File: config.mk
export PLATFORM = sky130hd
export DESIGN_NAME = execTop
export DESIGN_NICKNAME = d
export VERILOG_FILES = /design/src/source/execUopPkg.sv /design/src/source/execMemPkg.sv /design/src/source/stageReg.sv /design/src/source/exStage1.sv /design/src/source/exStage2.sv /design/src/source/memAxiPort.sv /design/src/source/execTop.sv
export VERILOG_INCLUDE_DIRS = /design/src /design/src/source
export SDC_FILE = /design/constraint.sdc
export NUM_CORES = 1
export LEC_CHECK = 0
export BUFFER_PORTS_ARGS = -buffer_cell sky130_fd_sc_hd__buf_2
export CAP_MARGIN = 20
export CORE_UTILIZATION = 45
export CTS_BUF_LIST = sky130_fd_sc_hd__clkbuf_4 sky130_fd_sc_hd__clkbuf_8
export CTS_CLUSTER_SIZE = 16
export DETAILED_ROUTE_END_ITERATION = 12
export GPL_TIMING_DRIVEN = 0
export PLACE_DENSITY_LB_ADDON = 0.08
export RECOVER_POWER = 50
export SLEW_MARGIN = 20
export SYNTH_ARGS = -nofsm -noshare
export SYNTH_HDL_FRONTEND = slang
export SYNTH_SLANG_ARGS = --single-unit
File: constraint.sdc
create_clock -name clock -period 52.6 [get_ports clock]
set_input_delay 2.63 -clock clock [delete_from_list [all_inputs] [get_ports clock]]
set_output_delay 2.63 -clock clock [all_outputs]
set_load 0.02 [all_outputs]
File: src/source/exec_defs.svh
// Execute pipeline widths
`ifndef EXEC_DEFS_SVH
`define EXEC_DEFS_SVH

// Operand, result and bus data word
`define EXEC_DATA_W 64

// Data bus byte address
`define EXEC_ADDR_W 32

// Register id, 32 GPRs with R0 as zero register
`define EXEC_RID_W 5

// Longest sleep hold in cycles, fits the 4-bit count
`define EXEC_SLEEP_MAX 15

`endif

File: src/source/execUopPkg.sv
// Micro-op command types
`default_nettype none

`include "exec_defs.svh"

package execUopPkg;

	// Command set of the execute pipeline
	typedef enum logic [3:0] {
		cmdNop   = 4'h0,
		cmdAdd   = 4'h1,	// Rs + Rt
		cmdSub   = 4'h2,	// Rs - Rt
		cmdAnd   = 4'h3,
		cmdOr    = 4'h4,
		cmdXor   = 4'h5,
		cmdCmpEq = 4'h6,	// T only
		cmdCmpGt = 4'h7,	// T only, signed
		cmdMovi  = 4'h8,	// Imm to Rn
		cmdLoad  = 4'h9,	// Rn = mem[Rs + Imm]
		cmdStore = 4'hA,	// mem[Rs + Imm] = Rm
		cmdSleep = 4'hB	// Hold for Imm[3:0] cycles
	} uopCmd_t;

	// Id 0 reads as zero, writes dropped
	typedef logic [`EXEC_RID_W-1:0] regId_t;

endpackage

`default_nettype wire

File: src/source/execMemPkg.sv
// Memory access and stage payload types
`default_nettype none

`include "exec_defs.svh"

package execMemPkg;
	import execUopPkg::*;

	typedef enum logic [1:0] {memNone, memRead, memWrite} memKind_t;

	// AXI BRESP / RRESP encoding
	typedef enum logic [1:0] {respOkay, respExOkay, respSlvErr, respDecErr} axiResp_t;

	// EX1 result as latched into EX2
	typedef struct packed {
		uopCmd_t                 cmd;
		regId_t                  rn;		// Destination
		logic [`EXEC_DATA_W-1:0] result;	// ALU or MOVI value
		logic                    tVal;
		logic                    tValid;	// Compare op, updates T
		memKind_t                memKind;
		logic [`EXEC_ADDR_W-1:0] memAddr;
		logic [`EXEC_DATA_W-1:0] memWdata;
		logic [3:0]              sleepCnt;	// Already capped
	} ex1Out_t;

endpackage

`default_nettype wire

File: src/source/stageReg.sv
// Pipeline stage register
`timescale 1ns/1ps
`default_nettype none

module stageReg #(
	parameter type payload_t = logic [7:0]
) (
	input  logic     clock,
	input  logic     rst,
	input  logic     hold,
	input  logic     flush,
	input  logic     inValid,
	input  payload_t inData,
	output logic     outValid,
	output payload_t outData
);

	// Valid bit, flush wins over hold
	always_ff @(posedge clock) begin
		if (rst) begin
			outValid <= 1'b0;
		end else if (flush) begin
			outValid <= 1'b0;	// Bubble
		end else if (!hold) begin
			outValid <= inValid;
		end
	end

	// Payload kept during hold, so a flushed op still shows its fields
	always_ff @(posedge clock) begin
		if (!hold) begin
			outData <= inData;
		end
	end

endmodule

`default_nettype wire

File: src/source/exStage1.sv
// EX1 ALU, compare and address stage
`timescale 1ns/1ps
`default_nettype none

`include "exec_defs.svh"

module exStage1
	import execUopPkg::*;
	import execMemPkg::*;
(
	input  logic                    valid,
	input  uopCmd_t                 cmd,
	input  regId_t                  rn,
	input  logic [`EXEC_DATA_W-1:0] rsVal,
	input  logic [`EXEC_DATA_W-1:0] rtVal,
	input  logic [`EXEC_DATA_W-1:0] rmVal,
	input  logic [`EXEC_DATA_W-1:0] imm,
	output ex1Out_t                 ex1
);

	logic [3:0] sleepReq;	// Raw count from immediate

	assign sleepReq = imm[3:0];

	always_comb begin
		ex1          = '0;
		ex1.cmd      = valid ? cmd : cmdNop;	// Bubble decodes as NOP
		ex1.rn       = rn;
		ex1.memAddr  = rsVal[`EXEC_ADDR_W-1:0] + imm[`EXEC_ADDR_W-1:0];
		ex1.memWdata = rmVal;	// Store data

		case (ex1.cmd)
			cmdAdd: ex1.result = rsVal + rtVal;
			cmdSub: ex1.result = rsVal - rtVal;
			cmdAnd: ex1.result = rsVal & rtVal;
			cmdOr:  ex1.result = rsVal | rtVal;
			cmdXor: ex1.result = rsVal ^ rtVal;
			cmdMovi: ex1.result = imm;
			cmdCmpEq: begin
				ex1.tVal   = (rsVal == rtVal);
				ex1.tValid = 1'b1;
			end
			cmdCmpGt: begin
				// Signed compare
				ex1.tVal   = ($signed(rsVal) > $signed(rtVal));
				ex1.tValid = 1'b1;
			end
			cmdLoad:  ex1.memKind = memRead;
			cmdStore: ex1.memKind = memWrite;
			cmdSleep: begin
				if (sleepReq > 4'(`EXEC_SLEEP_MAX))
					ex1.sleepCnt = 4'(`EXEC_SLEEP_MAX);	// Cap
				else
					ex1.sleepCnt = sleepReq;
			end
			default: begin
			end
		endcase
	end

endmodule

`default_nettype wire

File: src/source/exStage2.sv
// EX2 control and writeback stage
`timescale 1ns/1ps
`default_nettype none

`include "exec_defs.svh"

module exStage2
	import execUopPkg::*;
	import execMemPkg::*;
(
	input  logic                    clock,
	input  logic                    rst,
	input  logic                    valid,
	input  ex1Out_t                 ex1,
	input  logic                    flush,
	input  logic                    memDone,
	input  logic [`EXEC_DATA_W-1:0] memRdata,
	output logic                    memStart,
	output memKind_t                memKind,
	output logic [`EXEC_ADDR_W-1:0] memAddr,
	output logic [`EXEC_DATA_W-1:0] memWdata,
	output logic                    exHold,
	output logic                    wbValid,
	output regId_t                  wbId,
	output logic [`EXEC_DATA_W-1:0] wbValue,
	output logic                    srT
);

	typedef enum logic [1:0] {stIdle, stMemWait, stSleep} ex2State_t;

	ex2State_t  state;
	logic [3:0] sleepCnt;	// Cycles held so far
	logic       live;		// Op in EX2 may act this cycle
	logic       writesRn;
	logic       sleepStart;
	logic       sleepHold;

	// Flushed or already started ops do not act again
	assign live = valid && !flush && (state == stIdle);

	always_comb begin
		case (ex1.cmd)
			cmdAdd, cmdSub, cmdAnd, cmdOr, cmdXor, cmdMovi: writesRn = 1'b1;
			default: writesRn = 1'b0;
		endcase
	end

	// Request fields straight from the EX2 payload
	assign memKind  = ex1.memKind;
	assign memAddr  = ex1.memAddr;
	assign memWdata = ex1.memWdata;
	assign memStart = live && (ex1.memKind != memNone);	// Only from idle, once per op

	assign sleepStart = live && (ex1.cmd == cmdSleep) && (ex1.sleepCnt != 4'd0);
	assign sleepHold  = (state == stSleep) && (sleepCnt < ex1.sleepCnt);

	// Hold drops in the memDone cycle so the op leaves at the next edge
	assign exHold = memStart || sleepStart || sleepHold ||
		((state == stMemWait) && !memDone);

	always_ff @(posedge clock) begin
		if (rst) begin
			state    <= stIdle;
			sleepCnt <= 4'd0;
			wbValid  <= 1'b0;
			srT      <= 1'b0;
		end else begin
			wbValid <= 1'b0;	// One-cycle pulse
			case (state)
				stIdle: begin
					if (memStart) begin
						state <= stMemWait;
					end else if (sleepStart) begin
						state    <= stSleep;
						sleepCnt <= 4'd1;	// First held cycle counted here
					end else if (live) begin
						wbValid <= writesRn && (ex1.rn != '0);	// R0 dropped
						if (ex1.tValid)
							srT <= ex1.tVal;
					end
				end
				stMemWait: begin
					if (memDone) begin
						state   <= stIdle;
						wbValid <= (ex1.memKind == memRead) && (ex1.rn != '0);
					end
				end
				stSleep: begin
					// Saturating count
					sleepCnt <= sleepCnt + 4'(sleepCnt != 4'(`EXEC_SLEEP_MAX));
					if (!sleepHold)
						state <= stIdle;	// Sleep op retires
				end
				default: state <= stIdle;
			endcase
		end
	end

	// Writeback payload, load data only on the memDone edge
	always_ff @(posedge clock) begin
		wbId    <= ex1.rn;
		wbValue <= (state == stMemWait) ? memRdata : ex1.result;
	end

endmodule

`default_nettype wire

File: src/source/memAxiPort.sv
// AXI4-Lite data bus master
`timescale 1ns/1ps
`default_nettype none

`include "exec_defs.svh"

module memAxiPort
	import execMemPkg::*;
(
	input  logic                      clock,
	input  logic                      rst,
	input  logic                      memStart,
	input  memKind_t                  memKind,
	input  logic [`EXEC_ADDR_W-1:0]   memAddr,
	input  logic [`EXEC_DATA_W-1:0]   memWdata,
	output logic                      memDone,
	output logic [`EXEC_DATA_W-1:0]   memRdata,
	output logic [`EXEC_ADDR_W-1:0]   axiAwaddr,
	output logic                      axiAwvalid,
	input  logic                      axiAwready,
	output logic [`EXEC_DATA_W-1:0]   axiWdata,
	output logic [`EXEC_DATA_W/8-1:0] axiWstrb,
	output logic                      axiWvalid,
	input  logic                      axiWready,
	input  logic                      axiBvalid,
	input  axiResp_t                  axiBresp,
	output logic                      axiBready,
	output logic [`EXEC_ADDR_W-1:0]   axiAraddr,
	output logic                      axiArvalid,
	input  logic                      axiArready,
	input  logic                      axiRvalid,
	input  logic [`EXEC_DATA_W-1:0]   axiRdata,
	input  axiResp_t                  axiRresp,
	output logic                      axiRready
);

	typedef enum logic [1:0] {axIdle, axWrite, axRead} axState_t;

	axState_t state;
	axiResp_t lastResp;	// Response of the last access

	assign axiWstrb  = '1;	// Full word accesses only
	assign axiBready = (state == axWrite);
	assign axiRready = (state == axRead);

	always_ff @(posedge clock) begin
		if (rst) begin
			state      <= axIdle;
			axiAwvalid <= 1'b0;
			axiWvalid  <= 1'b0;
			axiArvalid <= 1'b0;
			memDone    <= 1'b0;
		end else begin
			memDone <= 1'b0;
			case (state)
				axIdle: begin
					if (memStart && (memKind == memWrite)) begin
						state      <= axWrite;
						axiAwvalid <= 1'b1;	// AW and W together
						axiWvalid  <= 1'b1;
					end else if (memStart && (memKind == memRead)) begin
						state      <= axRead;
						axiArvalid <= 1'b1;
					end
				end
				axWrite: begin
					// Each channel drops on its own handshake
					if (axiAwready)
						axiAwvalid <= 1'b0;
					if (axiWready)
						axiWvalid <= 1'b0;
					if (axiBvalid) begin
						state   <= axIdle;
						memDone <= 1'b1;
					end
				end
				axRead: begin
					if (axiArready)
						axiArvalid <= 1'b0;
					if (axiRvalid) begin
						state   <= axIdle;
						memDone <= 1'b1;
					end
				end
				default: state <= axIdle;
			endcase
		end
	end

	// Request and response payload
	always_ff @(posedge clock) begin
		if (memStart && (state == axIdle)) begin
			axiAwaddr <= memAddr;
			axiAraddr <= memAddr;
			axiWdata  <= memWdata;
		end
		if (axiRvalid && axiRready) begin
			memRdata <= axiRdata;
			lastResp <= axiRresp;
		end else if (axiBvalid && axiBready) begin
			lastResp <= axiBresp;
		end
	end

endmodule

`default_nettype wire

File: src/source/execTop.sv
// Execute pipeline top level
`timescale 1ns/1ps
`default_nettype none

`include "exec_defs.svh"

module execTop
	import execUopPkg::*;
	import execMemPkg::*;
(
	input  logic                      clock,
	input  logic                      rst,
	input  logic                      issueValid,
	input  uopCmd_t                   issueCmd,
	input  regId_t                    issueRn,
	input  logic [`EXEC_DATA_W-1:0]   issueRsVal,
	input  logic [`EXEC_DATA_W-1:0]   issueRtVal,
	input  logic [`EXEC_DATA_W-1:0]   issueRmVal,
	input  logic [`EXEC_DATA_W-1:0]   issueImm,
	input  logic                      flush,
	output logic                      exHold,
	output logic                      wbValid,
	output regId_t                    wbId,
	output logic [`EXEC_DATA_W-1:0]   wbValue,
	output logic                      srT,
	output logic [`EXEC_ADDR_W-1:0]   axiAwaddr,
	output logic                      axiAwvalid,
	input  logic                      axiAwready,
	output logic [`EXEC_DATA_W-1:0]   axiWdata,
	output logic [`EXEC_DATA_W/8-1:0] axiWstrb,
	output logic                      axiWvalid,
	input  logic                      axiWready,
	input  logic                      axiBvalid,
	input  axiResp_t                  axiBresp,
	output logic                      axiBready,
	output logic [`EXEC_ADDR_W-1:0]   axiAraddr,
	output logic                      axiArvalid,
	input  logic                      axiArready,
	input  logic                      axiRvalid,
	input  logic [`EXEC_DATA_W-1:0]   axiRdata,
	input  axiResp_t                  axiRresp,
	output logic                      axiRready
);

	// Issued op as held in EX1
	typedef struct packed {
		uopCmd_t                 cmd;
		regId_t                  rn;
		logic [`EXEC_DATA_W-1:0] rsVal;
		logic [`EXEC_DATA_W-1:0] rtVal;
		logic [`EXEC_DATA_W-1:0] rmVal;
		logic [`EXEC_DATA_W-1:0] imm;
	} issuePayload_t;

	issuePayload_t                 issueIn;
	issuePayload_t                 ex1Op;
	logic                          ex1Valid;
	ex1Out_t                       ex1Res;
	ex1Out_t                       ex2Op;
	logic                          ex2Valid;
	logic                          memStart;
	memKind_t                      memKind;
	logic [`EXEC_ADDR_W-1:0]       memAddr;
	logic [`EXEC_DATA_W-1:0]       memWdata;
	logic                          memDone;
	logic [`EXEC_DATA_W-1:0]       memRdata;

	assign issueIn = '{cmd: issueCmd, rn: issueRn, rsVal: issueRsVal,
		rtVal: issueRtVal, rmVal: issueRmVal, imm: issueImm};

	// Op issued alongside a flush is kept
	stageReg #(.payload_t(issuePayload_t)) issueReg (
		.clock(clock), .rst(rst), .hold(exHold), .flush(1'b0),
		.inValid(issueValid), .inData(issueIn),
		.outValid(ex1Valid), .outData(ex1Op)
	);

	exStage1 ex1 (
		.valid(ex1Valid), .cmd(ex1Op.cmd), .rn(ex1Op.rn),
		.rsVal(ex1Op.rsVal), .rtVal(ex1Op.rtVal), .rmVal(ex1Op.rmVal),
		.imm(ex1Op.imm), .ex1(ex1Res)
	);

	// Flush turns the EX1 op into a bubble on its way to EX2
	stageReg #(.payload_t(ex1Out_t)) ex2Reg (
		.clock(clock), .rst(rst), .hold(exHold), .flush(flush),
		.inValid(ex1Valid), .inData(ex1Res),
		.outValid(ex2Valid), .outData(ex2Op)
	);

	exStage2 ex2 (
		.clock(clock), .rst(rst), .valid(ex2Valid), .ex1(ex2Op), .flush(flush),
		.memDone(memDone), .memRdata(memRdata), .memStart(memStart),
		.memKind(memKind), .memAddr(memAddr), .memWdata(memWdata),
		.exHold(exHold), .wbValid(wbValid), .wbId(wbId), .wbValue(wbValue),
		.srT(srT)
	);

	memAxiPort busPort (
		.clock(clock), .rst(rst), .memStart(memStart), .memKind(memKind),
		.memAddr(memAddr), .memWdata(memWdata), .memDone(memDone),
		.memRdata(memRdata),
		.axiAwaddr(axiAwaddr), .axiAwvalid(axiAwvalid), .axiAwready(axiAwready),
		.axiWdata(axiWdata), .axiWstrb(axiWstrb), .axiWvalid(axiWvalid),
		.axiWready(axiWready), .axiBvalid(axiBvalid), .axiBresp(axiBresp),
		.axiBready(axiBready), .axiAraddr(axiAraddr), .axiArvalid(axiArvalid),
		.axiArready(axiArready), .axiRvalid(axiRvalid), .axiRdata(axiRdata),
		.axiRresp(axiRresp), .axiRready(axiRready)
	);

endmodule

`default_nettype wire

==> flow_summary.ini <==
[placed_design]
hpwl_mm = 91.8
place_inst = 4512
portBuffers = 541
gp_congestion = 0.962

[grt]
grt_pass1_vias = 26543
grt_pass1_wl_mm = 172
grt_use_total_pct = 29.9
grt_max_degree = 42
antenna_found_initial = 8
gr-total-overflow = 0

[cells_and_area]
seq_area_um2 = 19800
syn2layout_area_growth_pct = 19.6
fin_cells = 4722
final_cell_mix = edfxtp_1 (602), buf_2 (522), ha_1 (263)
final_core_util_pct = 54.5
nFillCells = 6618
multiInputGateArea_um2 = 13200
drive_gt1_share_pct = 25.4
final_nets = 4198
final_common_cell = edfxtp_1

[status]
violations = capacitance limit, slew limit
status = finished, violations left

[floorplanning]
row_count = 101
start_util_pct = 45.6
core_area_um2 = 75900
die_area_um2 = 78000
dieWidth_um = 279
io_pins = 555
die_h_um = 279

[synthesis]
netlist_instances = 2877
synth_top_cell_area_share_pct = 52.2
synth-main-ff-cell = edfxtp_1
synth.ff_latch_count = 687
synth_top_area_cell = edfxtp_1
ys_warn_count = 0
ys_types = 97
synth_area_leaders = edfxtp_1 (52%), ha_1 (9.5%), dfxtp_1 (4.9%), a21oi_1 (3.3%), inv_1 (2.4%)
synth_edf_count = 602
syn_avg_cell_area_um2 = 12.0
ys_async_sr_fraction_pct = 0
ys_seq_area_share_pct = 57.2
netlist_area_um2 = 34600

[timing]
min_period_over_period_pct = 16.3
tns_ns = 0
maxSlewViolCount = 80
worst_slew_pin_slew_ns = 2.85
final.min_clock_period_ns = 8.56
max_freq_ghz = 0.117
setup_viol = 0
timing.hold.ws_ns = 0.378
relSlewSlack_pct = -90.1
rsz0062_at_grt = false
finalHoldViolations = 0
fin_skew_ns = 0.0623

[route]
firstDrtPassIters = 5
routed_wl_mm = 119
drt_iter0_markers = 2296
drc = 0
via_per_inst = 5.70
vias = 26937
wl_per_cell_um = 25.3
ant_nets = 0

[clocking]
ctsLongestPathBuffers = 3
post_cts_buffers = 0
clock_sink_count = 687
cts_hold_buf = 0
cts_resized = 0
tritoncts = yes
cts_buffers = 106
cts.clk_slew.worst_paths_ns = 0.06
htree_levels = 3
root_buffer = clkbuf_8
clock_latency_ns = 0.76

[critical_path]
r2r-end = issueReg.outData[161]$_DFFE_PN_
cp_cell_sequence = clkbuf_1, nor4b_1, o21ai_0, nand2_1, nor3b_1, clkbuf_1, clkbuf_1, buf_4, buf_4, buf_4, buf_4, inv_1, buf_2
path_delay_family = buffers and inverters
cp.arrival_ns = 5.93
crit_path_frequent_cell = buf_4
ff2ff_path_depth = 20
crit_fanout = 11
r2r_setup_slack_ns = 47.54
path_buf_inv = 9
cp_data_required_time_ns = 49.97
worst_setup_path_end_kind = primary output
start_kind = primary input
r2r_start = ex2Reg.outData[1]$_SDFFCE_PP0N_
worstSetupPathType = in -> out
critPathSlowestCell = nor3b_1
cp.depth = 13
cpPeakStageDelay_ns = 0.65

[min_path]
hold_depth = 0
hp-start = ex2Reg.outData[4]$_DFFE_PN_
hp-class = reg -> reg
whs_endpoint = busPort.axiWdata[0]$_DFFE_PP_

[power_and_ir_drop]
leakage_nw = 17.3
power.density_nw_per_um2 = 31.3
peakVddDrop_mv = 0.0227

[job]
cap_violations = 3
==> stage by stage <==
stage	total power, W	cell area (um^2)	setup WS (ns)
finish	0.00129	41400	44.04
floorplan	0.000764	34600	10.01
global route	0.00134	41400	43.73
CTS	0.00130	41500	44.77
detailed placement	0.000837	39300	44.77
global placement	0.000836	38600	2.23
==> synthesized netlist by cell type (7+ instances only) <==
master	number
xnor2_1	24
or3_1	12
o21ai_0	128
a22oi_1	39
buf_4	50
a31oi_1	15
a21o_1	43
mux2_2	65
xor2_1	8
dfxtp_1	85
nor3_1	42
a211oi_1	25
mux2i_1	10
nand2_1	127
a311oi_1	7
o21bai_1	42
ha_1	263
o211ai_1	49
o21a_1	18
or4_1	7
o22ai_1	22
a21oi_1	228
nor2b_1	15
nor2_1	202
nand3_1	31
and2_1	16
nand2b_1	28
and3_1	16
a221oi_1	59
nor4_1	38
buf_1	11
a2111oi_0	9
inv_1	219
o31ai_1	27
clkbuf_1	76
a221o_1	7
nand4_1	27
o221ai_1	21
buf_2	19
o2111ai_1	8
edfxtp_1	602
o21ai_1	7
==> registers in the layout (all words and copies together), names as in the netlist, 2 cells and up <==
name               cells
busPort.axiAwaddr     32
busPort.axiWdata      64
busPort.memRdata      64
busPort.state          2
ex2.sleepCnt           4
ex2.state              2
ex2.wbId               5
ex2.wbValue           64
ex2Reg.outData       177
issueReg.outData     265
==> cell families after synthesis <==
kind of cell             share of synthesized area (%)
XOR/XNOR                                         0.810
AO/OA/AOI/OAI                                     16.7
flip-flops                                        57.2
adder cells (fa/ha/maj)                           9.68
multiplexers                                      2.45
buffers and inverters                             4.76
other                                           0.0108
AND/OR/NAND/NOR                                   8.38
==> layout make-up <==
type	count	share of cell area [%]
inverters	226	2.05
repair buffers	598	7.63
clock buffers	158	4.71
plain buffers	156	1.96
clock inverters	44	0.747
well taps	1030	3.11
flip-flops and latches	687	47.8
diodes	8	0.0484
multi-input cells	1815	32.0
==> how the worst max path moves through the flow <==
stage | from | to | slack (ns)
after global routing | flush | exHold | 43.73
after CTS | flush | exHold | 44.77
after global placement | flush | exHold | 2.23
after detailed placement | flush | exHold | 44.77
final | flush | exHold | 44.04
after floorplan | flush | exHold | 10.01
==> where the power goes <==
part / switching [W] / internal, W
Clock: 0.000218 / 0.000246
Combinational: 0.000122 / 0.0000657
Sequential: 0.0000147 / 0.000628
Total: 0.000355 / 0.000940
==> metal layers <==
layer  global-route usage [%]  vias to the layer above  wire length (um)
li1                         -                    12292                 -
met1                     39.6                    13278             50300
met2                     49.3                     1146             56400
met3                     5.27                      221              8360
met4                     10.5                        0              4180
met5                        0                        -                 0
(Power assumes the default switching activity.)
